`src/hw/gcn_dims_pkg.sv`:
```
package gcn_dims_pkg;

    //////////////////////////////////////////////////
    // graph and feature sizes
    //////////////////////////////////////////////////
    localparam int NUM_NODES   = 6;
    localparam int NUM_EDGES   = 6;
    localparam int NUM_FEATS   = 96;
    // two feature columns per cycle
    localparam int LANES       = 2;
    localparam int NUM_PAIRS   = NUM_FEATS / LANES;
    localparam int NUM_CLASSES = 3;
    localparam int FEAT_W      = 5;

    //////////////////////////////////////////////////
    // data types
    //////////////////////////////////////////////////
    // ids 1 to 6 name a node, 0 and 7 mark an unused slot
    typedef logic [2:0]        node_id_t;
    typedef logic [FEAT_W-1:0] feat_t;
    // six five-bit values fit in eight bits
    typedef logic [7:0]        agg_t;
    typedef logic [19:0]       score_t;
    typedef logic [5:0]        pair_addr_t;
    typedef logic [1:0]        class_t;

endpackage

```
`src/hw/adjacency_builder.sv`:
```
module adjacency_builder (
    input  logic                                                         clk,
    input  logic                                                         rst_n,
    input  logic                                                         start,
    input  gcn_dims_pkg::node_id_t [gcn_dims_pkg::NUM_EDGES-1:0]          edge_src,
    input  gcn_dims_pkg::node_id_t [gcn_dims_pkg::NUM_EDGES-1:0]          edge_dst,
    input  logic                                                         adj_en,
    output logic                                                         adj_done,
    output logic [gcn_dims_pkg::NUM_NODES-1:0][gcn_dims_pkg::NUM_NODES-1:0] adj
);
    import gcn_dims_pkg::*;

    node_id_t [NUM_EDGES-1:0] src_r;
    node_id_t [NUM_EDGES-1:0] dst_r;
    logic [2:0]               slot;
    node_id_t                 cur_src;
    node_id_t                 cur_dst;
    logic [2:0]               src_idx;
    logic [2:0]               dst_idx;
    logic                     edge_valid;

    function automatic logic id_valid(node_id_t id);
        return (id != '0) && (int'(id) <= NUM_NODES);
    endfunction

    function automatic logic is_symmetric(logic [NUM_NODES-1:0][NUM_NODES-1:0] m);
        logic ok;
        ok = 1'b1;
        for (int r = 0; r < NUM_NODES; r++) begin
            for (int c = 0; c < NUM_NODES; c++) begin
                if (m[r][c] != m[c][r]) begin
                    ok = 1'b0;
                end
            end
        end
        return ok;
    endfunction

    // edge list held for the whole build
    always_ff @(posedge clk) begin
        if (start) begin
            src_r <= edge_src;
            dst_r <= edge_dst;
        end
    end

    assign cur_src    = src_r[slot];
    assign cur_dst    = dst_r[slot];
    // ids are one based
    assign src_idx    = cur_src - 3'd1;
    assign dst_idx    = cur_dst - 3'd1;
    assign edge_valid = id_valid(cur_src) && id_valid(cur_dst);
    assign adj_done   = adj_en && (slot == 3'(NUM_EDGES - 1));

    always_ff @(posedge clk or negedge rst_n) begin
        if (!rst_n) begin
            adj  <= '0;
            slot <= '0;
        end else if (start) begin
            adj  <= '0;
            slot <= '0;
        end else if (adj_en) begin
            // self-loop sets the same bit twice
            if (edge_valid) begin
                adj[src_idx][dst_idx] <= 1'b1;
                adj[dst_idx][src_idx] <= 1'b1;
            end
            slot <= adj_done ? '0 : slot + 3'd1;
        end
    end

    a_adj_sym: assert property (@(posedge clk) disable iff (!rst_n)
        adj_done |-> is_symmetric(adj));

endmodule

```
`config.mk`:
```
export PLATFORM = sky130hd
export DESIGN_NAME = adjacency_builder
export DESIGN_NICKNAME = d
export VERILOG_FILES = /design/src/hw/gcn_dims_pkg.sv /design/src/hw/adjacency_builder.sv
export SDC_FILE = /design/constraint.sdc
export NUM_CORES = 1
export LEC_CHECK = 0
export BUFFER_PORTS_ARGS = -buffer_cell sky130_fd_sc_hd__buf_2
export CAP_MARGIN = 5
export CORE_UTILIZATION = 30
export CTS_CLUSTER_SIZE = 16
export DETAILED_ROUTE_END_ITERATION = 16
export GPL_TIMING_DRIVEN = 0
export SETUP_SLACK_MARGIN = 0.15
export SYNTH_ARGS = -nofsm -noshare
export SYNTH_HDL_FRONTEND = slang
export SYNTH_SLANG_ARGS = --single-unit
```
`constraint.sdc`:
```
create_clock -name clk -period 5.9 [get_ports clk]
set_input_delay 1.475 -clock clk [delete_from_list [all_inputs] [get_ports clk]]
set_output_delay 1.475 -clock clk [all_outputs]
set_load 0.05 [all_outputs]
```
Word level (Yosys, flattened, before mapping)
Index checks and enable logic that the tools add are counted.
- output and inout bits: 37
- input port bits: 40
- flip-flop bits (word level): 75
- magnitude comparators: 7
- reduce and logical (&&, ||, !) cells: 11
- multiplexer cells: 18
- add/sub/neg operators: 3
- eq/ne operators: 1
- bitwise gates (word level): 2
- operator list (cell ; count):
    $mux W36 ; 3
    $or A36 B36 Y36 ; 2
    $demux W6 S3 ; 2
    $bmux W3 S3 ; 2
    $mux W3 ; 5
    $lt A3 B4 Y1 const B ; 3
    $mux W6 ; 2
    $demux W1 S3 ; 2
    $ge A3 B1 Y1 const B ; 2
    $le A3 B3 Y1 const B ; 2
    $logic_and A1 B1 Y1 ; 6
    $reduce_bool A3 Y1 ; 2
    $sub A3 B1 Y3 const B ; 2
    $reduce_bool A2 Y1 ; 2
    $add A3 B1 Y3 const B ; 1
    $eq A3 B3 Y1 const B ; 1
    $mux W1 ; 2
    $reduce_and A2 Y1 ; 1

Depth between registers and ports, before layout
- depth after elaboration: 14
- depth in mapped cells: 13
- gate-level depth less buffers: 10

Least setup slack after synthesis
Ideal clock, no wire load.
- path type: input-to-output
- from: in adj_en
- to: out adj_done
- setup slack: 2.501 ns
- cell stages on the path: 1
- data required time: 4.425 ns
- data arrival time: 1.924 ns
- buffers on the path: 0
- cell sequence: and3_1
- word-level cells in the longest chain between the ends: 1
- ends and longest elaborated chain (element ; line ; RTL):
    start, declared ; adjacency_builder.sv:7 ; input logic adj_en,
    $logic_and A1 B1 Y1 ; adjacency_builder.sv:53 ; assign adj_done = adj_en && (slot == 3'(NUM_EDGES - 1));
    end, declared ; adjacency_builder.sv:8 ; output logic adj_done,
No other way between the ends.

Final worst setup path
Same ends and word-level chain as after synthesis.

==> run metrics <==
status complete, no violations; Tcrit/Tclk final 59.3%; CTS tree done; setup ws final 2.40 ns; 1st-iter DRT viols 137; Fin Clk Skew 0.00500 ns; Total Nets Final 414; ys async rst share 52.0%; cells after synthesis 279; drt pass-1 iters 4; Critical path buffers and inverters 2; I/O Pins 77; CP top delay family buffers and inverters; Power Dens Cells 318 mW/mm^2; Hold Path Class flip-flop to flip-flop; Post-CTS Setup Bufs 0; Setup TNS 0 ns; Die Y 109 um; GRT overflow 0; Worst Path Arrival 2.03 ns; initial antenna violation count 0; Post-synth EDFFs 36; startpoint types input pin; drt via density 4.70; vias after detailed routing 2403; gpl congestion 0.809; CP Data Required Time 4.43 ns; Hold Vio Cnt, Final 0; Clock Sinks 75; Final Power 1.36 mW; count leader, synth inv_1; critical path class input pin to output port; Worst VDD drop 0.162 mV; RSZ-0062 raised after global routing no; clk_lat worst skew 0.33 ns; Slew @ Worst Pin 0.847 ns; most frequent CP cell buf_2; number of diodes 0; Slew headroom 43.5%; port bufs 76; area of the mapped netlist 0.00343 sq mm; total leakage power 1.84 nW; maximum root-to-sink buffer count 2; clock slew at reported path FFs 0.05 ns; post-cts sizing count 0; largest area contributor in the netlist edfxtp_1; largest net degree at the start of global routing 40; Initial Util 31.2%; fraction of layout cells with a size suffix above 1 31.8%; DR WL/cell 14.8 um; crit end category output port; # H-tree levels 3; die area 0.0119 sq mm; Max-cap violations 0; vias in the first global route 2435; Synthesis Warnings 0; Max Slew Vio Count 0; DRC errors left 0; register area share after synthesis 60.0%; final WL 7580 um; num rows 38; top_reg_cell synth dfrtp_1; first-pass GRT wire length 12300 um; Synth Register Bits 75; Worst R2R Setup Slack 2.43 ns; share of the synthesized area in the top cell type 31.5%; Hold Buf Count CTS 0; critical path's slowest cell buf_2; Total GRT Usage 14.2%; CTS Root Cell clkbuf_16; synth cell count leaders inv_1, dfrtp_1, edfxtp_1, o22ai_1, a21oi_1; setup violators final 0; core area 0.0110 sq mm; critical path's largest stage delay 0.27 ns; top post-synthesis cells by area edfxtp_1, dfrtp_1, inv_1; worst-path cell chain buf_2, and3_1, buf_2; post-DP HPWL 5530 um; final antenna-violating net count 0; pre-CTS setup slack 2.36 ns; Mapped Nets 327; Min Clock Period, post-route 3.50 ns; Die W 109 um; FMAX 286 MHz; Area Growth Syn to Fin 25.0%; Max FO, Critical Path 5; Synth cell types 55; CTS buffer count 9; syn avg cell area 12.3 sq um
-- through the flow --
step	hold WS (ns)	std cells	cell area, sq um	util (%)
6_report	0.518	511	4290	39.0
5_1_grt	0.545	511	4290	39.0
4_1_cts	0.522	511	4290	39.0
3_5_place_dp	0.505	495	3990	36.3
3_3_place_gp	0.501	495	3990	36.3
2_1_floorplan	0.704	279	3430	-
-- routing by layer --
metal	vias up	global-route usage [%]	routed length [um]
met2	59	22.1	3620
met4	0	5.50	105
met1	1152	18.3	3520
li1	1183	-	-
met3	9	4.42	339
met5	-	0	0
-- placed cells by master (no fill, tap or decap), types with 2 or more instances in the layout --
cell,Yosys,routed
o211ai_1,2,2
o22ai_1,22,22
nand3_1,3,3
a22oi_1,3,3
edfxtp_1,36,36
mux2i_1,5,5
clkbuf_8,0,2
clkinv_2,0,2
nand3b_1,2,2
mux4_2,4,4
o32ai_1,4,4
buf_2,3,79
nand2b_1,2,2
a31oi_1,2,2
nor3_1,3,3
and3_1,3,3
nor4b_1,2,2
clkbuf_16,0,10
xnor2_1,2,2
nor2b_1,6,6
nor3b_1,3,3
clkbuf_1,9,10
a21oi_1,12,12
o21ai_0,7,7
and2_1,2,2
dfrtp_1,39,39
ha_1,8,8
mux2_2,7,7
nand2_1,8,8
nor2_1,10,10
a22oi_2,2,2
inv_1,42,42
-- cell families after synthesis --
family / synth area share, %
multiplexers: 6.82
AND/OR/NAND/NOR: 9.19
AO/OA/AOI/OAI: 13.3
buffers and inverters: 7.26
XOR/XNOR: 0.511
adder cells (fa/ha/maj): 2.92
flip-flops: 60.0
-- sequential cells by signal, summed over array words and instances (netlist names) --
name and cells:
slot 3, adj 36, src_r 18, dst_r 18
-- final cells by class --
class                           count  area, sq um
Fill cell                        1068         6700
Sequential cell                    75         2060
Multi-Input combinational cell    146         1120
Timing Repair Buffer               76          380
Clock buffer                       13          282
Tap cell                          140          175
Inverter                           42          158
Buffer                             16         91.3
Clock inverter                      3         18.8
-- worst register-to-register path, stage by stage, from the launching register on --
cell and delay, ns:
dfrtp_1 0.37, buf_2 0.24, nor2b_1 0.32, a22oi_2 0.17, and2_1 0.16, clkbuf_1 0.21, ha_1 0.31, nor3b_1 0.15
a32o_1 0.24, a221oi_2 0.30, buf_2 0.28, nor3_1 0.08, a31oi_1 0.36, o22ai_1 0.15
-- path summary, 6_finish.rpt --
| path | cells past startpoint | endpoint | from |
|---|---|---|---|
| hold / removal | 2 | adj[17]$_DFFE_PN0P_ | adj[17]$_DFFE_PN0P_ |
| hold reg to reg | 2 | adj[17]$_DFFE_PN0P_ | adj[17]$_DFFE_PN0P_ |
| min in group asynchronous | 1 | adj[31]$_DFFE_PN0P_ | rst_n |
| setup reg to reg | 13 | adj[23]$_DFFE_PN0P_ | slot[1]$_DFFE_PN0P_ |
| max in group asynchronous | 1 | adj[22]$_DFFE_PN0P_ | rst_n |
| setup / recovery | 3 | adj_done | adj_en |
-- power by group --
part / switching, mW / leakage (nW) / internal [mW] / total, mW
registers: 0.00905 / 0.895 / 0.580 / 0.589
logic: 0.155 / 0.791 / 0.0849 / 0.240
clock network: 0.200 / 0.151 / 0.332 / 0.533
No activity file was read; power rests on OpenSTA's default activity.
