<file path="config.mk">
export PLATFORM = sky130hd
export DESIGN_NAME = argmax_classifier
export DESIGN_NICKNAME = d
export VERILOG_FILES = /design/src/hw/gcn_dims_pkg.sv /design/src/hw/argmax_classifier.sv
export SDC_FILE = /design/constraint.sdc
export NUM_CORES = 1
export LEC_CHECK = 0
export BUFFER_PORTS_ARGS = -buffer_cell sky130_fd_sc_hd__buf_2
export CELL_PAD_IN_SITES_DETAIL_PLACEMENT = 1
export CELL_PAD_IN_SITES_GLOBAL_PLACEMENT = 2
export CORE_MARGIN = 4
export CORE_UTILIZATION = 30
export CTS_CLUSTER_DIAMETER = 150
export DETAILED_ROUTE_END_ITERATION = 8
export PLACE_DENSITY_LB_ADDON = 0.1
export SLEW_MARGIN = 20
export SYNTH_ARGS = -nofsm -noshare
export SYNTH_HDL_FRONTEND = slang
export SYNTH_SLANG_ARGS = --single-unit
</file>
<file path="constraint.sdc">
create_clock -name clk -period 3.9 [get_ports clk]
set_clock_uncertainty 0.1 [all_clocks]
set_input_delay 0.195 -clock clk [delete_from_list [all_inputs] [get_ports clk]]
set_output_delay 0.195 -clock clk [all_outputs]
set_load 0.02 [all_outputs]
</file>
<file path="src/hw/gcn_dims_pkg.sv">
package gcn_dims_pkg;

    //////////////////////////////////////////////////
    // graph and feature sizes
    //////////////////////////////////////////////////
    localparam int NUM_NODES   = 6;
    localparam int NUM_EDGES   = 6;
    localparam int NUM_FEATS   = 96;
    // two feature columns per cycle
    localparam int LANES       = 2;
    localparam int NUM_PAIRS   = NUM_FEATS / LANES;
    localparam int NUM_CLASSES = 3;
    localparam int FEAT_W      = 5;

    //////////////////////////////////////////////////
    // data types
    //////////////////////////////////////////////////
    // ids 1 to 6 name a node, 0 and 7 mark an unused slot
    typedef logic [2:0]        node_id_t;
    typedef logic [FEAT_W-1:0] feat_t;
    // six five-bit values fit in eight bits
    typedef logic [7:0]        agg_t;
    typedef logic [19:0]       score_t;
    typedef logic [5:0]        pair_addr_t;
    typedef logic [1:0]        class_t;

endpackage

</file>
<file path="src/hw/argmax_classifier.sv">
module argmax_classifier (
    input  logic clk,
    input  logic rst_n,
    input  logic classify_en,
    input  gcn_dims_pkg::score_t [gcn_dims_pkg::NUM_NODES-1:0][gcn_dims_pkg::NUM_CLASSES-1:0]
                 scores,
    output logic class_done,
    output gcn_dims_pkg::class_t [gcn_dims_pkg::NUM_NODES-1:0] y
);
    import gcn_dims_pkg::*;

    class_t                 cls;
    score_t [NUM_NODES-1:0] best;
    class_t [NUM_NODES-1:0] best_idx;
    score_t [NUM_NODES-1:0] best_next;
    class_t [NUM_NODES-1:0] idx_next;

    assign class_done = classify_en && (cls == class_t'(NUM_CLASSES - 1));

    //////////////////////////////////////////////////
    // one class per cycle
    //////////////////////////////////////////////////
    // class 0 seeds the scan
    // later classes need a strictly greater score so ties keep the lower index
    always_comb begin
        for (int n = 0; n < NUM_NODES; n++) begin
            if ((cls == '0) || (scores[n][cls] > best[n])) begin
                best_next[n] = scores[n][cls];
                idx_next[n]  = cls;
            end else begin
                best_next[n] = best[n];
                idx_next[n]  = best_idx[n];
            end
        end
    end

    always_ff @(posedge clk or negedge rst_n) begin
        if (!rst_n) begin
            cls      <= '0;
            best     <= '0;
            best_idx <= '0;
            y        <= '0;
        end else if (classify_en) begin
            cls      <= class_done ? '0 : cls + 1'b1;
            best     <= best_next;
            best_idx <= idx_next;
            // new result shows in the cycle done pulses
            if (class_done) begin
                y <= idx_next;
            end
        end
    end

endmodule

</file>
[Yosys cells after proc, flatten, opt, wreduce, memory -nomap -nowiden]
Index checks and enable logic that the tools add are counted.
Word-level totals
  flip-flop bits (word level): 146
  input port bits: 363
  logic and storage cells: 62
Cells by class
  add/subtract/negate cells: 1
  $lt $le $gt $ge: 7
  equality and inequality tests: 1
  muxes and demuxes: 19
  reductions and logical operators: 15
Operators by type and width (number)
  $bmux 20 s2: 6
  $gt 20x20->1: 6
  $mux 20: 6
  $mux 2: 7
  $reduce_and 2->1: 7
  $logic_or 1x1->1: 6
  $lt 2x3->1 const B: 1
  $add 2x1->2 const B: 1
  $eq 2x2->1 const B: 1
  $logic_not 2->1: 1
  $logic_and 1x1->1: 1

[Logic depth before layout (Yosys ltp)]
  depth after elaboration: 5
  depth in mapped cells: 16
  depth with buffers taken out: 11

[Worst setup path after synthesis]
OpenSTA, ideal clock, no wires.
  path type: reg-to-reg
  start: register cls[1]
  end: register best[29] (netlist name)
  setup time: 67 ps
  data arrival time: 3133 ps
  slack: 600 ps
  cell stages (with the launch flop): 17
  buffers on the path: 5
  clock period less this slack: 3300 ps
  cells stage by stage: dfrtp_1 -> buf_2 -> buf_2 -> buf_2 -> mux2i_1 -> nor2_1 -> a21oi_1 -> inv_1 -> ha_1 -> nand4_1 -> nor4_2 -> o21ai_1 -> and4_1 -> buf_2 -> buf_6 -> nand3_1 -> o2111a_1
On the way
  word-level cells in the longest chain between the ends: 5
Ends and longest elaborated chain
  start: declaration: RTL line argmax_classifier.sv:12  | class_t cls;
  start signal: assignment: RTL line argmax_classifier.sv:44  | cls <= class_done ? '0 : cls + 1'b1;
  $bmux 20 s2: RTL line argmax_classifier.sv:27, argmax_classifier.sv:28
  $mux 20 (not written as such): RTL line argmax_classifier.sv:27, argmax_classifier.sv:28
  $gt 20x20->1: RTL line argmax_classifier.sv:27  | if ((cls == '0) || (scores[n][cls] > best[n])) begin
  $logic_or 1x1->1: RTL line argmax_classifier.sv:27
  $reduce_and 2->1 (no source line)
  end signal: assignment: RTL line argmax_classifier.sv:45  | best <= best_next;
  end: declaration: RTL line argmax_classifier.sv:13  | score_t [NUM_NODES-1:0] best;
Several ways; a longest one is shown, not always the timed one. The select of a mux whose other input is x is not followed.
A chain may end at the register's enable or synchronous reset.

[Final worst setup path]
  start: register cls[0]
  end: register best_idx[1] (netlist name)
On the way
  word-level cells in the longest chain between the ends: 5
Ends and longest elaborated chain
  $bmux 20 s2: RTL line argmax_classifier.sv:27
  $mux 20 (not written as such): RTL line argmax_classifier.sv:27
  $gt 20x20->1: RTL line argmax_classifier.sv:27
  $logic_or 1x1->1 (*): RTL line argmax_classifier.sv:27
  $mux 2 (*): RTL line argmax_classifier.sv:27
  end signal: assignment: RTL line argmax_classifier.sv:46  | best_idx <= idx_next;
  end: declaration: RTL line argmax_classifier.sv:14  | class_t [NUM_NODES-1:0] best_idx;
Mark *: on every way between the ends. The rest lies on a longest branch, timed or not. The select of a mux whose other input is x is not followed.

==> results.toml <==
[outcome]
status = "finished clean"

[die]
core_um2 = 40900
initial_core_util_pct = 30.5
die_x_um = 212
dieArea_um2 = 44900
fp-row-count = 74
io_pins = 376
fp.dieH_um = 212

[worst_setup_path]
crit_slowest_cell = "dfrtp_4"
worst-path-max-fanout = 73
required_ns = 4.11
crit_chain = "buf_16 -> buf_16 -> nor2_1 -> a21oi_1 -> inv_1 -> ha_1 -> nand4_1 -> nor4_4 -> o21ai_0 -> and4_4 -> buf_12 -> a21oi_1 -> o211ai_1"
end_kind = "flop"
critical_path.max_stage_delay_ns = 0.43
start_kind = "flop"
crit_arrival_ns = 3.79
critPathKind = "reg2reg"
worst-path-buf-inv = 4
crit_family = "simple AND/OR/NAND/NOR gates"

[sta]
fmax_mhz = 279
worstMarginPinSlew_ns = 0.961
fin_ws_ns = 0.320
hold_viol = 0
whs_ns = 0.0280
rsz0062_at_grt = "false"
slew_headroom_pct = 35.9
slew_viol_final = 0
fin_crit_ns = 3.58
finalSetupTns_ns = 0
setup_viol = 0
fin_crit_sh_pct = 91.8

[detailed_routing]
detail_route.wl_per_cell_um = 17.3
ant_nets = 0
routed_via_density = 5.06
wirelength_mm = 41.7
drc_errors = 0
drt_iter0_drc = 279
firstDrtPassIters = 4
via_count = 12200

[power_and_ir_drop]
swShare_pct = 45.3
peakVddDrop_mv = 0.347
leakagePower_nw = 7.81
p_clk_share_pct = 14.3
p_sw_w = 0.00564
powerDensity_nw_per_um2 = 792
seqPwrFrac_pct = 21.4
combPwrFrac_pct = 64.3
p_int_w = 0.00682

[yosys]
synth-edff-count = 0
synth_area_leader_cell = "dfrtp_1"
synthesis.nets = 2000
yosysSeqAreaShare_pct = 29.3
ys_ff_latch = 146
syn_inst = 1517
synth_top_cell_area_share_pct = 29.3
syn_avg_cell_area_um2 = 8.22
syn_area_um2 = 12500
synthArstFlopShare_pct = 100
yosysUniqueCellTypes = 58
ys_warn_count = 0
synth_ff_type = "dfrtp_1"
synth_area_leaders = "dfrtp_1 (29%), ha_1 (12%), mux2i_1 (9.9%)"

[final_layout]
post-route-util_pct = 38.4
fill_cells = 4999
syn2layout_area_growth_pct = 26.2
final_nets = 2344
fin_area_um2 = 15700
drive_gt1_share_pct = 27.6

[cts]
cts_buffers = 17
htreeDepth = 4
clk_pin_slew_ns = 0.06
tritoncts = "built"
worstSkewPairLatency_ns = 0.44
clock_path_buffers = 2
root_buffer = "clkbuf_16"
numClockSinks = 146

[global_route]
antenna_found_initial = 2
grt_max_degree = 92
grt_pass1_wl_mm = 67.8
grt-ovfl-total = 0
grt_use_total_pct = 18.6
grt_pass1_vias = 13200

[place]
globalplace.congestion = 0.749
numPortBuffers = 375
post-place-ws_ns = 0.183
place_hpwl_mm = 31.6
postPlaceCellArea_um2 = 15000

[job]
max-cap-violations = 0

[min_path]
min_path_type = "in2reg"
[worst reg2reg max path: stages, from the launching register on]
cell	delay, ns
dfrtp_4	0.43
buf_16	0.25
buf_16	0.38
nor2_1	0.12
a21oi_1	0.23
inv_1	0.07
ha_1	0.32
nand4_1	0.25
nor4_4	0.37
o21ai_0	0.18
and4_4	0.24
buf_12	0.15
a21oi_1	0.23
o211ai_1	0.14
[synth_stat cells, drive strengths merged (6+ instances only)]
master / instances
a21o: 10
a21oi: 98
a221o: 21
and2: 6
and4: 8
buf: 41
clkbuf: 46
dfrtp: 146
ha: 120
inv: 169
mux2: 57
mux2i: 123
nand2: 280
nand2b: 9
nand3: 46
nand4: 30
nor2: 67
nor3: 8
o2111a: 38
o211ai: 9
o21ai: 116
o2bb2ai: 19
[logic make-up after synthesis]
logic type / after synthesis / share of synthesized area [%]
AO/OA/AOI/OAI: 342 / 18.2
adder cells (fa/ha/maj): 120 / 12.0
buffers and inverters: 256 / 8.53
flip-flops: 146 / 29.3
multiplexers: 180 / 15.0
AND/OR/NAND/NOR: 473 / 16.9
[state kept, by name, summed over array words and instances, names as in the netlist]
register  count
best        120
y            12
cls           2
best_idx     12
[worst paths after layout]
kind	slack, ns	cells past startpoint	end	from
min in group asynchronous	0.32	2	best[57]	rst_n
worst max-delay path	0.32	13	best_idx[1]	cls[0]
max in group asynchronous	2.45	3	cls[0]	rst_n
worst min-delay path	0.03	3	best[60]	scores[200]
worst min register to register	0.39	2	y[4]	y[4]
worst max register to register	0.32	13	best_idx[1]	cls[0]
[placed cells by master (no fill, tap or decap), drive strengths merged, types with 6 or more instances in the layout]
cell type / count
nand2b: 9
o21ai: 116
o2bb2ai: 19
ha: 120
a221o: 21
clkbuf: 22
nand3: 46
nor3: 8
nand2: 280
inv: 169
nor2: 67
and2: 6
mux2: 57
o2111a: 38
mux2i: 123
a21o: 10
buf: 410
a21oi: 98
and4: 8
nand4: 30
dfrtp: 146
o211ai: 9
[routing by layer]
layer  global-route usage [%]  vias to the layer above  routed length (µm)  share of wire (%)
met5                        0                        -                  13              0.031
met4                     4.18                        2                 660                1.6
met3                     3.38                       35                1630                3.9
met2                     33.7                      208               21000                 50
li1                         -                     6011                   -                  -
met1                     22.9                     5914               18400                 44
[metrics by stage]
step	total power [W]	instances
after floorplan	0.00846	1517
after global placement	0.0105	2371
after detailed placement	0.0108	2371
after CTS	0.0127	2403
after global routing	0.0139	2405
final	0.0125	2405
[layout make-up]
class                      count  area [µm²]  share of cell area [%]
antenna                        1        2.50                  0.0159
clock buffer                  22         494                    3.14
clock inverter                 8         126                   0.804
tap                          532         666                    4.23
sequential                   146        3660                    23.3
multi-input combinational   1115        7800                    49.6
inverter                     169         634                    4.03
timing repair buffer         412        2340                    14.9
[power groups by stage]
stage          registers, W  logic, W  clock network, W
2_1_floorplan       0.00263   0.00583                 0
3_3_place_gp        0.00265   0.00784                 0
3_5_place_dp        0.00269   0.00810                 0
4_1_cts             0.00267   0.00814           0.00185
5_1_grt             0.00277   0.00920           0.00191
6_report            0.00267   0.00801           0.00178
[timing repair]
item	CTS	global route
hold endpoints to repair	91	0
setup endpoints to repair	0	58
hold buffers	2	0
gates resized for setup	0	6
setup buffers	0	1
Note: power is estimated with default switching activity, not from simulation.
