File: src/hw/gcn_dims_pkg.sv
package gcn_dims_pkg;

    //////////////////////////////////////////////////
    // graph and feature sizes
    //////////////////////////////////////////////////
    localparam int NUM_NODES   = 6;
    localparam int NUM_EDGES   = 6;
    localparam int NUM_FEATS   = 96;
    // two feature columns per cycle
    localparam int LANES       = 2;
    localparam int NUM_PAIRS   = NUM_FEATS / LANES;
    localparam int NUM_CLASSES = 3;
    localparam int FEAT_W      = 5;

    //////////////////////////////////////////////////
    // data types
    //////////////////////////////////////////////////
    // ids 1 to 6 name a node, 0 and 7 mark an unused slot
    typedef logic [2:0]        node_id_t;
    typedef logic [FEAT_W-1:0] feat_t;
    // six five-bit values fit in eight bits
    typedef logic [7:0]        agg_t;
    typedef logic [19:0]       score_t;
    typedef logic [5:0]        pair_addr_t;
    typedef logic [1:0]        class_t;

endpackage

File: src/hw/class_score_mac.sv
module class_score_mac (
    input  logic clk,
    input  logic rst_n,
    input  logic mac_clear,
    input  gcn_dims_pkg::agg_t [gcn_dims_pkg::NUM_NODES-1:0][gcn_dims_pkg::LANES-1:0]
                 agg,
    input  gcn_dims_pkg::feat_t [gcn_dims_pkg::LANES-1:0][gcn_dims_pkg::NUM_CLASSES-1:0]
                 weight_rows,
    output gcn_dims_pkg::score_t [gcn_dims_pkg::NUM_NODES-1:0][gcn_dims_pkg::NUM_CLASSES-1:0]
                 scores
);
    import gcn_dims_pkg::*;

    feat_t  [LANES-1:0][NUM_CLASSES-1:0]     weight_r;
    score_t [NUM_NODES-1:0][NUM_CLASSES-1:0] pair_sum;

    // weights wait one cycle to meet their registered sums
    always_ff @(posedge clk) begin
        weight_r <= weight_rows;
    end

    //////////////////////////////////////////////////
    // products of both lanes
    //////////////////////////////////////////////////
    always_comb begin
        for (int n = 0; n < NUM_NODES; n++) begin
            for (int c = 0; c < NUM_CLASSES; c++) begin
                pair_sum[n][c] = '0;
                for (int l = 0; l < LANES; l++) begin
                    pair_sum[n][c] = pair_sum[n][c]
                                   + score_t'(agg[n][l]) * score_t'(weight_r[l][c]);
                end
            end
        end
    end

    // running class scores
    always_ff @(posedge clk or negedge rst_n) begin
        if (!rst_n) begin
            scores <= '0;
        end else if (mac_clear) begin
            scores <= '0;
        end else begin
            for (int n = 0; n < NUM_NODES; n++) begin
                for (int c = 0; c < NUM_CLASSES; c++) begin
                    scores[n][c] <= scores[n][c] + pair_sum[n][c];
                end
            end
        end
    end

endmodule

File: config.mk
export PLATFORM = sky130hd
export DESIGN_NAME = class_score_mac
export DESIGN_NICKNAME = d
export VERILOG_FILES = /design/src/hw/gcn_dims_pkg.sv /design/src/hw/class_score_mac.sv
export SDC_FILE = /design/constraint.sdc
export NUM_CORES = 2
export LEC_CHECK = 0
export BUFFER_PORTS_ARGS = -buffer_cell sky130_fd_sc_hd__clkbuf_2
export CAP_MARGIN = 20
export CORE_MARGIN = 10
export CORE_UTILIZATION = 45
export CTS_BUF_LIST = sky130_fd_sc_hd__clkbuf_8 sky130_fd_sc_hd__clkbuf_16
export DETAILED_ROUTE_END_ITERATION = 8
export GPL_ROUTABILITY_DRIVEN = 0
export MAX_ROUTING_LAYER = met4
export PLACE_DENSITY = 0.67
export SETUP_SLACK_MARGIN = 0.5
export SLEW_MARGIN = 15
export SYNTH_ARGS = -nofsm -noshare
export SYNTH_HDL_FRONTEND = slang
export SYNTH_SLANG_ARGS = --single-unit
File: constraint.sdc
create_clock -name clk -period 7.7 [get_ports clk]
set_input_delay 0.385 -clock clk [delete_from_list [all_inputs] [get_ports clk]]
set_output_delay 0.385 -clock clk [all_outputs]
set_load 0.01 [all_outputs]
Word-level counts from Yosys, hierarchy flattened
Cells that the tools add are included.
Widths: inputs -> output; s select.
{ "op_classes": {"n_addsub": 36, "multipliers": 36, "mux": 1} }
{ "op_table": {"columns": ["operator", "n"], "rows": [
  ["$mul 8x5->13", 36],
  ["$add 20x14->20", 18],
  ["$mux 360", 1],
  ["$add 13x13->14", 18]
]} }
{ "word_totals": {"register_bits": 390, "input_bits": 129, "wordCells": 97} }

Logic depth before layout (Yosys ltp)
{ "depth": {"depth_word": 4, "mapped_depth": 21} }

Least setup slack after synthesis
No wires, ideal clock.
{ "synth_timing": {"path_kind": "flip-flop to flip-flop", "startpoint": "register weight_r[12] (netlist name)", "endpoint": "register scores[298] (netlist name)", "setup_time_ns": 0.128, "arrival_time_ns": 5.268, "required_ns": 7.572, "path_slack_ns": 2.305, "stages_incl_launch_ff": 20, "period_less_slack_ns": 5.395, "path_cell_list": "dfxtp_1 -> clkbuf_1 -> clkbuf_1 -> nand2_1 -> fa_1 -> inv_1 -> fa_1 -> inv_1 -> fa_1 -> fa_1 -> fa_1 -> inv_1 -> fa_1 -> a211oi_2 -> o21bai_1 -> o21ba_2 -> o31a_1 -> o211ai_2 -> a21oi_1 -> mux2_1"} }
{ "synth_via": {"elab_chain_len": 4} }
{ "synth_rtl": {"columns": ["element", "line_no", "rtl"], "rows": [
  ["start, declared", "class_score_mac.sv:14", "feat_t [LANES-1:0][NUM_CLASSES-1:0] weight_r;"],
  ["start signal, assigned", "class_score_mac.sv:19", "weight_r <= weight_rows;"],
  ["$mul 8x5->13", "class_score_mac.sv:31", "+ score_t'(agg[n][l]) * score_t'(weight_r[l][c]);"],
  ["$add 13x13->14", "class_score_mac.sv:31", null],
  ["$add 20x14->20", "class_score_mac.sv:46", "scores[n][c] <= scores[n][c] + pair_sum[n][c];"],
  ["$mux 360", "class_score_mac.sv:41", "end else if (mac_clear) begin"],
  ["end signal, assigned by index", "class_score_mac.sv:46", null],
  ["end, declared", "class_score_mac.sv:10", "scores"]
]} }
No other way between the ends.

Worst setup path in the final report
{ "layout_timing": {"startpoint": "register weight_r[11] (netlist name)", "endpoint": "register scores[297] (netlist name)"} }
The elaborated chain is that of the path after synthesis.

==> impl_metrics.env <==
export IMPL_status="complete, no violations"
export IMPL_finalInstanceArea_mm2=0.0744
export IMPL_power_w=0.0329
export IMPL_initial_utilization=0.452
export IMPL_h_tree_depth=2
export IMPL_mostFrequentLayoutCells="1786 x inv_1, 1224 x fa_1, 857 x and2_1"
export IMPL_crit_arrival_ns=6.85
export IMPL_hold_viol=0
export IMPL_fin_setup_tns_ns=0
export IMPL_synth_top_family_by_area="adder cells"
export IMPL_whs_path_depth=2
export IMPL_hold_buffers=31
export IMPL_synth_compound_area_frac=0.0589
export IMPL_dr_pass1_iters=5
export IMPL_vias_per_cell=5.14
export IMPL_drc=0
export IMPL_synth_distinct_cells=78
export IMPL_vias=50500
export IMPL_reg2regPathDepth=17
export IMPL_fp_dieW_um=408
export IMPL_cts_root_buffer_cell="clkbuf_16"
export IMPL_grt_overflow_total=0
export IMPL_cts_tree="done"
export IMPL_postCtsSetupBuffers=0
export IMPL_hold_path_class="in2reg"
export IMPL_synth_simple_area_share=0.166
export IMPL_drive_above_1_share=0.0917
export IMPL_grt_max_degree=121
export IMPL_worst_pin_slew_ns=1.17
export IMPL_routed_wl_um=193000
export IMPL_synth_edf_count=0
export IMPL_irDropWorstVdd_mv=0.336
export IMPL_synth_seq_cells=390
export IMPL_avgSynthCellArea_um2=9.13
export IMPL_placed_area_mm2=0.0720
export IMPL_yosysWarnings=0
export IMPL_clock_sinks=390
export IMPL_fmax_mhz=160
export IMPL_synth_cells=7415
export IMPL_dp_hpwl_um=151000
export IMPL_grt_pass1_vias=54500
export IMPL_syn_area_mm2=0.0677
export IMPL_area_delta_synth_final_pct=9.97
export IMPL_crit_required_ns=8.29
export IMPL_setup_violations_final=0
export IMPL_grt_pass1_wl_um=308000
export IMPL_fin_ws_ns=1.43
export IMPL_cts_reportedPaths_clkPinSlew_ns=0.06
export IMPL_synth_mux_area_frac=0.00344
export IMPL_skew_ns=0.0218
export IMPL_dp_slack_ns=1.53
export IMPL_syn_nets=9452
export IMPL_worstPathMaxFanout=41
export IMPL_post_cts_resized=0
export IMPL_cp_start_kind="flip-flop"
export IMPL_clockBufferDepth=3
export IMPL_post_drt_wl_per_cell_um=19.7
export IMPL_fin_crit_sh=0.814
export IMPL_maxSlewHeadroom=0.219
export IMPL_coreArea_mm2=0.150
export IMPL_finalCriticalPeriod_ns=6.27
export IMPL_synth_fa_ha_area_frac=0.489
export IMPL_synthXorXnorAreaFrac=0.0260
export IMPL_die_area_mm2=0.166
export IMPL_insertion_delay_ns=0.69
export IMPL_max_cap_violations=0
export IMPL_boundaryPins=489
export IMPL_ant_nets=0
export IMPL_async_flop_share=0.923
export IMPL_leakage_nw=40.4
export IMPL_dr_first_iter_drc_count=2917
export IMPL_synth_seq_area_share=0.142
export IMPL_die_h_um=408
export IMPL_layout_commonest_cell="inv_1"
export IMPL_power_density_mw_per_mm2=442
export IMPL_crit_type="reg2reg"
export IMPL_slew_violations=0
export IMPL_num_rows=142
export IMPL_rsz0062_at_grt="no"
export IMPL_ys_flop_type="dfrtp_1"
export IMPL_grt_antenna_before_repair=12
export IMPL_port_buffer_count=488
export IMPL_numCtsBuffers=56
export IMPL_crit_path_end_kind="flip-flop"
export IMPL_grt_usage=0.241
export IMPL_fin_nets=9788
-- metrics by stage --
stage                     instances  utilization  hold slack, ns
after detailed placement       9678        0.482           0.392
final                          9826        0.497           0.133
after global placement         9678        0.482           0.386
after global routing           9817        0.497           0.147
after CTS                      9815        0.497          0.0957
after floorplan                7415            -          0.0894
-- sequential cells by signal (all words and copies together) (netlist names) --
name / cells
weight_r: 30
scores: 360
-- cell usage after synthesis, types with 8 or more instances --
| master | number | area, µm² |
|---|---|---|
| inv_1 | 1774 | 6660 |
| fa_1 | 1224 | 24500 |
| and2_1 | 857 | 5360 |
| nand2_1 | 715 | 2680 |
| ha_1 | 684 | 8560 |
| dfrtp_1 | 360 | 9010 |
| nor2_1 | 331 | 1240 |
| clkbuf_1 | 286 | 1070 |
| a21oi_1 | 153 | 766 |
| o21ai_0 | 122 | 611 |
| xnor2_1 | 105 | 920 |
| xor2_1 | 96 | 841 |
| nor2b_1 | 87 | 544 |
| a21o_1 | 86 | 646 |
| nand3_1 | 64 | 320 |
| a211oi_1 | 45 | 338 |
| nor3_1 | 42 | 210 |
| or3_1 | 34 | 213 |
| dfxtp_1 | 30 | 601 |
| o21a_1 | 29 | 218 |
| and3_1 | 26 | 163 |
| nand2b_1 | 24 | 150 |
| o21bai_1 | 21 | 158 |
| a31oi_1 | 17 | 106 |
| mux2_2 | 16 | 180 |
| nand4_1 | 16 | 100 |
| o211ai_1 | 14 | 105 |
| o31ai_1 | 14 | 105 |
| a21boi_0 | 10 | 75.1 |
| a211o_1 | 9 | 78.8 |
| and4_1 | 8 | 70.1 |
| buf_1 | 8 | 30.0 |
| o21ai_1 | 8 | 40.0 |
-- layout make-up --
| cell class | instances | area [µm²] |
|---|---|---|
| Antenna cell | 11 | 27.5 |
| Clock buffer | 68 | 1590 |
| Clock inverter | 38 | 434 |
| Fill cell | 14000 | 75200 |
| Inverter | 1774 | 6660 |
| Multi-Input combinational cell | 4956 | 50300 |
| Sequential cell | 390 | 9650 |
| Tap cell | 2016 | 2520 |
| Timing Repair Buffer | 573 | 3240 |
-- final timing paths --
check	start	endpoint	slack, ns
max	weight_r[11]$_DFF_P_	scores[297]$_DFF_PN0_	1.43
min	mac_clear	scores[51]$_DFF_PN0_	0.13
max reg2reg	weight_r[11]$_DFF_P_	scores[297]$_DFF_PN0_	1.43
min reg2reg	scores[259]$_DFF_PN0_	scores[259]$_DFF_PN0_	0.55
max in group asynchronous	rst_n	scores[302]$_DFF_PN0_	6.02
min in group asynchronous	rst_n	scores[154]$_DFF_PN0_	0.22
-- cell families (layout without fill, tap and decap cells) --
logic type	after synthesis	after routing
and+or+nand+nor	2228	2228
buffers and inverters	2069	2453
adders and majority gates	1908	1908
AOI/OAI and AO/OA	598	598
DFF	390	390
xor gates and xnor gates	201	201
muxes	21	21
other	0	11
-- routing by layer --
layer,track usage,share of wire,wire length [µm],vias to the layer above
li1,-,-,-,22800
met4,0.0848,0.037,7230,0
met5,-,0,0,-
met2,0.379,0.46,89300,1605
met1,0.307,0.42,81200,25800
met3,0.0536,0.079,15300,337
-- worst max-delay path, cell delays in order, from the launching register on --
cell,delay [ns]
dfxtp_2,1.05
nand2_1,0.20
fa_1,0.59
inv_1,0.06
fa_1,0.50
inv_1,0.06
fa_1,0.55
fa_1,0.44
fa_1,0.50
inv_1,0.07
ha_1,0.29
a211oi_1,0.24
nor2_1,0.11
o31ai_1,0.40
a21oi_1,0.22
a31oi_1,0.49
o21ai_0,0.20
a21oi_1,0.15
-- power by group --
part | total, W | leakage, nW | switching (W) | internal, W
Combinational | 0.0264 | 34.3 | 0.0152 | 0.0112
Clock | 0.00292 | 1.03 | 0.00116 | 0.00175
Sequential | 0.00357 | 5.01 | 0.000768 | 0.00280
Total | 0.0329 | 40.4 | 0.0172 | 0.0158
(Power assumes the default switching activity.)
