<file path="config.mk">
export PLATFORM = sky130hd
export DESIGN_NAME = feature_aggregator
export DESIGN_NICKNAME = d
export VERILOG_FILES = /design/src/hw/gcn_dims_pkg.sv /design/src/hw/feature_aggregator.sv
export SDC_FILE = /design/constraint.sdc
export NUM_CORES = 1
export LEC_CHECK = 0
export ABC_CLOCK_PERIOD_IN_PS = 800
export BUFFER_PORTS_ARGS = -buffer_cell sky130_fd_sc_hd__buf_2
export CORE_MARGIN = 2
export CORE_UTILIZATION = 44
export DETAILED_ROUTE_END_ITERATION = 10
export HOLD_SLACK_MARGIN = 0.02
export SYNTH_ARGS = -nofsm -noshare
export SYNTH_HDL_FRONTEND = slang
export SYNTH_SLANG_ARGS = --single-unit
</file>
<file path="constraint.sdc">
create_clock -name clk -period 0.8 [get_ports clk]
set_input_delay 0.04 -clock clk [delete_from_list [all_inputs] [get_ports clk]]
set_output_delay 0.04 -clock clk [all_outputs]
set_load 0.02 [all_outputs]
</file>
<file path="src/hw/gcn_dims_pkg.sv">
package gcn_dims_pkg;

    //////////////////////////////////////////////////
    // graph and feature sizes
    //////////////////////////////////////////////////
    localparam int NUM_NODES   = 6;
    localparam int NUM_EDGES   = 6;
    localparam int NUM_FEATS   = 96;
    // two feature columns per cycle
    localparam int LANES       = 2;
    localparam int NUM_PAIRS   = NUM_FEATS / LANES;
    localparam int NUM_CLASSES = 3;
    localparam int FEAT_W      = 5;

    //////////////////////////////////////////////////
    // data types
    //////////////////////////////////////////////////
    // ids 1 to 6 name a node, 0 and 7 mark an unused slot
    typedef logic [2:0]        node_id_t;
    typedef logic [FEAT_W-1:0] feat_t;
    // six five-bit values fit in eight bits
    typedef logic [7:0]        agg_t;
    typedef logic [19:0]       score_t;
    typedef logic [5:0]        pair_addr_t;
    typedef logic [1:0]        class_t;

endpackage

</file>
<file path="src/hw/feature_aggregator.sv">
module feature_aggregator (
    input  logic                                                          clk,
    input  logic                                                          rst_n,
    input  logic                                                          stream_en,
    input  logic [gcn_dims_pkg::NUM_NODES-1:0][gcn_dims_pkg::NUM_NODES-1:0]  adj,
    input  gcn_dims_pkg::feat_t [gcn_dims_pkg::LANES-1:0][gcn_dims_pkg::NUM_NODES-1:0]
                                                                          feat_cols,
    output gcn_dims_pkg::agg_t [gcn_dims_pkg::NUM_NODES-1:0][gcn_dims_pkg::LANES-1:0]
                                                                          agg
);
    import gcn_dims_pkg::*;

    agg_t [NUM_NODES-1:0][LANES-1:0] agg_next;

    //////////////////////////////////////////////////
    // neighbour sums
    //////////////////////////////////////////////////
    // row n of adj picks the neighbours of node n
    always_comb begin
        agg_next = '0;
        for (int n = 0; n < NUM_NODES; n++) begin
            for (int l = 0; l < LANES; l++) begin
                for (int m = 0; m < NUM_NODES; m++) begin
                    if (adj[n][m]) begin
                        agg_next[n][l] = agg_next[n][l] + agg_t'(feat_cols[l][m]);
                    end
                end
            end
        end
    end

    // zero outside stream so drain cycles add nothing
    always_ff @(posedge clk or negedge rst_n) begin
        if (!rst_n) begin
            agg <= '0;
        end else if (stream_en) begin
            agg <= agg_next;
        end else begin
            agg <= '0;
        end
    end

endmodule

</file>
* Word level (Yosys, flattened, before mapping)
Index checks and enable logic that the tools add are counted.
** Word-level totals
- Flip-flop bits (word level) :: 96
- Bits in latches :: 0
- Bits in writable memories :: 0
- ROM bits :: 0
- Input port bits :: 99
- Output and inout bits :: 96
- Word-level logic and storage cells :: 145
- Memories kept :: 0
** Operators by class
- Add/sub/neg operators :: 60
- $mul :: 0
- Divide/modulo/power cells :: 0
- $lt $le $gt $ge :: 0
- Equality and inequality tests :: 0
- Shift-type cells :: 0
- Multiplexer cells :: 73
- Bitwise operators :: 0
- Reductions and logical operators :: 0
** Operators with widths (count)
- 8-bit by 5-bit adder with 8-bit output :: 60
- 8-bit 2-to-1 mux :: 60
- 96-bit 2-to-1 mux :: 1
- 5-bit 2-to-1 mux :: 12

* Logic depth before layout (Yosys ltp)
- Depth in word-level cells :: 12
- Gate-level depth with buffers :: 29
- Depth with buffers taken out :: 28

* Worst setup path after synthesis
Ideal clock, no wire load.
- Path kind :: input to register
- From :: in adj[30] (netlist name)
- To :: reg agg[95] (netlist name)
- Setup time :: 0.079 ns
- Arrival :: 5.017 ns
- Data required time :: 0.721 ns
- Setup slack :: -4.297 ns
- Stages on the path :: 27
- Buffers on the path :: 1
- Cells stage by stage :: clkbuf_2 > and2_1 > ha_1 > inv_1 > fa_1 > xnor2_1 > mux2_2 > ha_1 > nor2b_1 > o21ai_0 > nand2_1 > xor2_1 > mux2_4 > ha_1 > inv_1 > a211oi_1 > nor2_1 > mux2_4 > ha_1 > xnor2_1 > mux2_4 > ha_1 > o21a_1 > o21ai_0 > nand2b_1 > a21oi_1 > mux2i_1
** On the way
- Longest elaborated chain between the ends :: 12
** RTL lines
- from (decl) :: line feature_aggregator.sv:5 : input logic [gcn_dims_pkg::NUM_NODES-1:0][gcn_dims_pkg::NUM_NODES-1:0] adj,
- 5-bit 2-to-1 mux (*) :: line feature_aggregator.sv:24 : if (adj[n][m]) begin
- 8-bit by 5-bit adder with 8-bit output :: line feature_aggregator.sv:25 : agg_next[n][l] = agg_next[n][l] + agg_t'(feat_cols[l][m]);
- 8-bit 2-to-1 mux (*) :: line feature_aggregator.sv:24
- 8-bit by 5-bit adder with 8-bit output :: line feature_aggregator.sv:25
- 8-bit 2-to-1 mux (*) :: line feature_aggregator.sv:24
- 8-bit by 5-bit adder with 8-bit output :: line feature_aggregator.sv:25
- 8-bit 2-to-1 mux (*) :: line feature_aggregator.sv:24
- 8-bit by 5-bit adder with 8-bit output :: line feature_aggregator.sv:25
- 8-bit 2-to-1 mux (*) :: line feature_aggregator.sv:24
- 8-bit by 5-bit adder with 8-bit output :: line feature_aggregator.sv:25
- 8-bit 2-to-1 mux (*) :: line feature_aggregator.sv:24
- 96-bit 2-to-1 mux (*) :: line feature_aggregator.sv:36 : end else if (stream_en) begin
- to (signal assigned) :: line feature_aggregator.sv:37 : agg <= agg_next;
- to (decl) :: line feature_aggregator.sv:9 : agg
Mark *: on every way between the ends. The rest lies on a longest branch, timed or not.

* Final worst setup path
- From :: in feat_cols[30] (netlist name)
- To :: reg agg[13] (netlist name)
** On the way
- Longest elaborated chain between the ends :: 12
** RTL lines
- from (decl) :: line feature_aggregator.sv:7 : feat_cols,
- 5-bit 2-to-1 mux (*) :: line feature_aggregator.sv:24
- 8-bit by 5-bit adder with 8-bit output :: line feature_aggregator.sv:25
- 8-bit 2-to-1 mux (*) :: line feature_aggregator.sv:24
- 8-bit by 5-bit adder with 8-bit output :: line feature_aggregator.sv:25
- 8-bit 2-to-1 mux (*) :: line feature_aggregator.sv:24
- 8-bit by 5-bit adder with 8-bit output :: line feature_aggregator.sv:25
- 8-bit 2-to-1 mux (*) :: line feature_aggregator.sv:24
- 8-bit by 5-bit adder with 8-bit output :: line feature_aggregator.sv:25
- 8-bit 2-to-1 mux (*) :: line feature_aggregator.sv:24
- 8-bit by 5-bit adder with 8-bit output :: line feature_aggregator.sv:25
- 8-bit 2-to-1 mux (*) :: line feature_aggregator.sv:24
- 96-bit 2-to-1 mux (*) :: line feature_aggregator.sv:36
Marks and branches as above.

==> flow_summary.toml <==
[placement]
globalplace.congestion = 0.941
io_buffers = 194
dpl.hpwl_mm = 65.0

[yosys]
synthMostInstantiatedCell = "ha_1"
synth_edf_count = 0
synth_cells = 2456
synth_common_cells = "ha_1, a21oi_1, o21ai_0"
ys_warn_count = 0
synth_nets = 2938
ys_ff_latch = 96
async_reset_ff_share_pct = 100
syn-cell-area_um2 = 20400
yosys-top-cells-area = "ha_1, dfrtp_1, mux2_2, xnor2_1, fa_1"
synth_top_area_cell = "ha_1"
syn_avg_cell_area_um2 = 8.30
synth.distinct_cells = 59
synth_ff_type = "dfrtp_1"
synth_top_area_share_pct = 19.8
seq_area_frac_synth_pct = 11.8

[global_routing]
grt_usage_pct = 31.9
grt_pass1_wl_mm = 119
grt_max_degree = 24
overflow = 0
antenna_found_initial = 4
grt_pass1_vias = 21800

[floorplanning]
coreArea_um2 = 45600
die_x_um = 219
die_area_um2 = 48100
die_h_um = 219
core.rowCount = 78
io_pins = 195
start_util_pct = 44.7

[min_path]
hold-path-endpoint = "agg[15]"
hold_start = "adj[5]"
holdPathStages = 4
min_path_type = "in2reg"

[timing]
post-route-min-period_ns = 4.78
rsz0062_at_grt = "true"
post-route-period-util_pct = 597
fin_ws_ns = -3.98
slew-limit-headroom_pct = 55.2
setup_viol = 192
drv_slew = 0
hold_viol_final = 0
worst_pin_slew_ns = 0.673
fmax_mhz = 209
hold_slack_ns = 0.0891
fin_tns_setup_ns = -334.03

[clock_network]
cts_max_path_buffers = 2
cts.sinks = 96
cts-buffers-inserted = 9
cts_tree = "yes"
cts_root_buffer = "clkbuf_16"
cts_max_level = 3
clk_pin_slew_ns = 0.07

[worst_setup_path]
start_kind = "input pin"
cpPeakStageDelay_ns = 0.57
worstPathRequired_ns = 1.06
crit_path_frequent_cell = "fa_2"
worst_setup_path_end_kind = "register"
cp_data_arrival_time_ns = 5.04
timing_worst_setup_path_type = "in2reg"
slowest_stage = "fa_2"
crit_fanout = 6

[power_and_ir_drop]
ir_drop_uv = 2780
power_density_nw_per_um2 = 2250
power_leakage_nw = 16.4

[detailed_routing]
initialDrtViolationCount = 1330
post_drt_wl_per_cell_um = 20.0
vias = 22400
firstDrtPassIters = 5
drc = 0
drtAntennaViolNets = 0
vias_per_cell = 5.46
finalWirelength_mm = 81.9

[layout]
fin_nets = 3970
drive_gt1_share_pct = 58.3
largestRegisters = "agg x96"
largest_register = "agg"
area_growth_pct = 77.6
largest_reg_flops = 96

[run_status]
violations = "negative setup slack"
status = "finished with violations"

[run]
max_cap_violations = 0
-- area by class of cell --
cell class,instances,area (um^2)
sequential,96,2400
antenna,2,5.00
fill,2938,9370
inverter,149,562
clock buffer,9,225
multi-input combinational,2151,23100
timing repair buffer,1081,9070
clock inverter,7,62.6
tap,600,751
-- stage by stage --
step / setup slack, ns / cell area (um^2) / std cells / util (%) / power [mW]
2_1_floorplan: -3.88 / 23300 / 2456 / - / 39.9
3_3_place_gp: -4.55 / 30800 / 3952 / 67.6 / 58.6
3_5_place_dp: -4.72 / 30800 / 3952 / 67.6 / 60.2
4_1_cts: -3.85 / 33500 / 4050 / 73.4 / 71.4
5_1_grt: -4.13 / 36200 / 4094 / 79.4 / 86.5
6_report: -3.98 / 36200 / 4095 / 79.4 / 81.3
-- repair_timing --
item,in CTS,in global routing
endpoints found under the setup margin,192,192
pin swaps,265,250
hold endpoints to repair,96,0
gates cloned,0,0
hold buffers,1,0
buffers inserted,90,59
resized for setup,360,532
-- worst max-delay path by stage --
| stage | start | end |
|---|---|---|
| after floorplan | adj[24] | agg[79] |
| after global placement | feat_cols[35] | agg[95] |
| after detailed placement | feat_cols[35] | agg[95] |
| after CTS | feat_cols[30] | agg[95] |
| after global routing | feat_cols[31] | agg[95] |
| final | feat_cols[30] | agg[13] |
-- metal layers --
layer	global-route usage [%]	vias up	share of wire, %
li1	-	10900	-
met1	43.2	10700	45
met5	0	-	0.024
met2	53.2	636	47
met4	8.96	4	3.3
met3	3.87	132	4.7
-- where the power goes --
part	internal [mW]	switching (mW)	leakage, nW
sequential	6.18	0.747	1.26
combinational	38.2	31.8	15.0
clock	2.18	2.20	0.144
total	46.6	34.7	16.4
-- cells in the final DEF (no fill, tap or decap), types with 25 or more instances in the layout --
| master | count |
|---|---|
| a211oi_2 | 25 |
| a21o_1 | 124 |
| a21oi_1 | 130 |
| a21oi_2 | 56 |
| and2_1 | 48 |
| buf_12 | 41 |
| buf_2 | 85 |
| buf_4 | 788 |
| buf_6 | 159 |
| dfrtp_1 | 96 |
| fa_2 | 55 |
| ha_1 | 96 |
| ha_4 | 227 |
| inv_1 | 112 |
| inv_2 | 36 |
| mux2_2 | 33 |
| mux2_4 | 113 |
| mux2i_1 | 31 |
| mux2i_4 | 32 |
| nand2_1 | 129 |
| nand2_2 | 34 |
| nand2b_1 | 38 |
| nor2_1 | 157 |
| nor2b_1 | 51 |
| nor2b_4 | 37 |
| o21ai_0 | 52 |
| o21ai_1 | 49 |
| o21ai_2 | 63 |
| xnor2_1 | 117 |
| xnor2_2 | 44 |
| xor2_1 | 27 |
-- critical path: cells and delay by family --
| family | cells | cell delay [ns] |
|---|---|---|
| fa+ha+maj | 6 | 2.40 |
| buf+inv | 8 | 0.80 |
| compound gates | 5 | 0.76 |
| mux | 3 | 0.63 |
| simple gates | 4 | 0.32 |
| xor+xnor | 1 | 0.10 |
-- logic make-up after synthesis --
kind of cell / synth area share [%]
AOI/OAI and AO/OA: 23.0
xor gates and xnor gates: 8.57
adders and majority gates: 25.7
buffers and inverters: 4.26
DFF: 11.8
muxes: 11.5
and+or+nand+nor: 15.2
(Power assumes the default switching activity.)
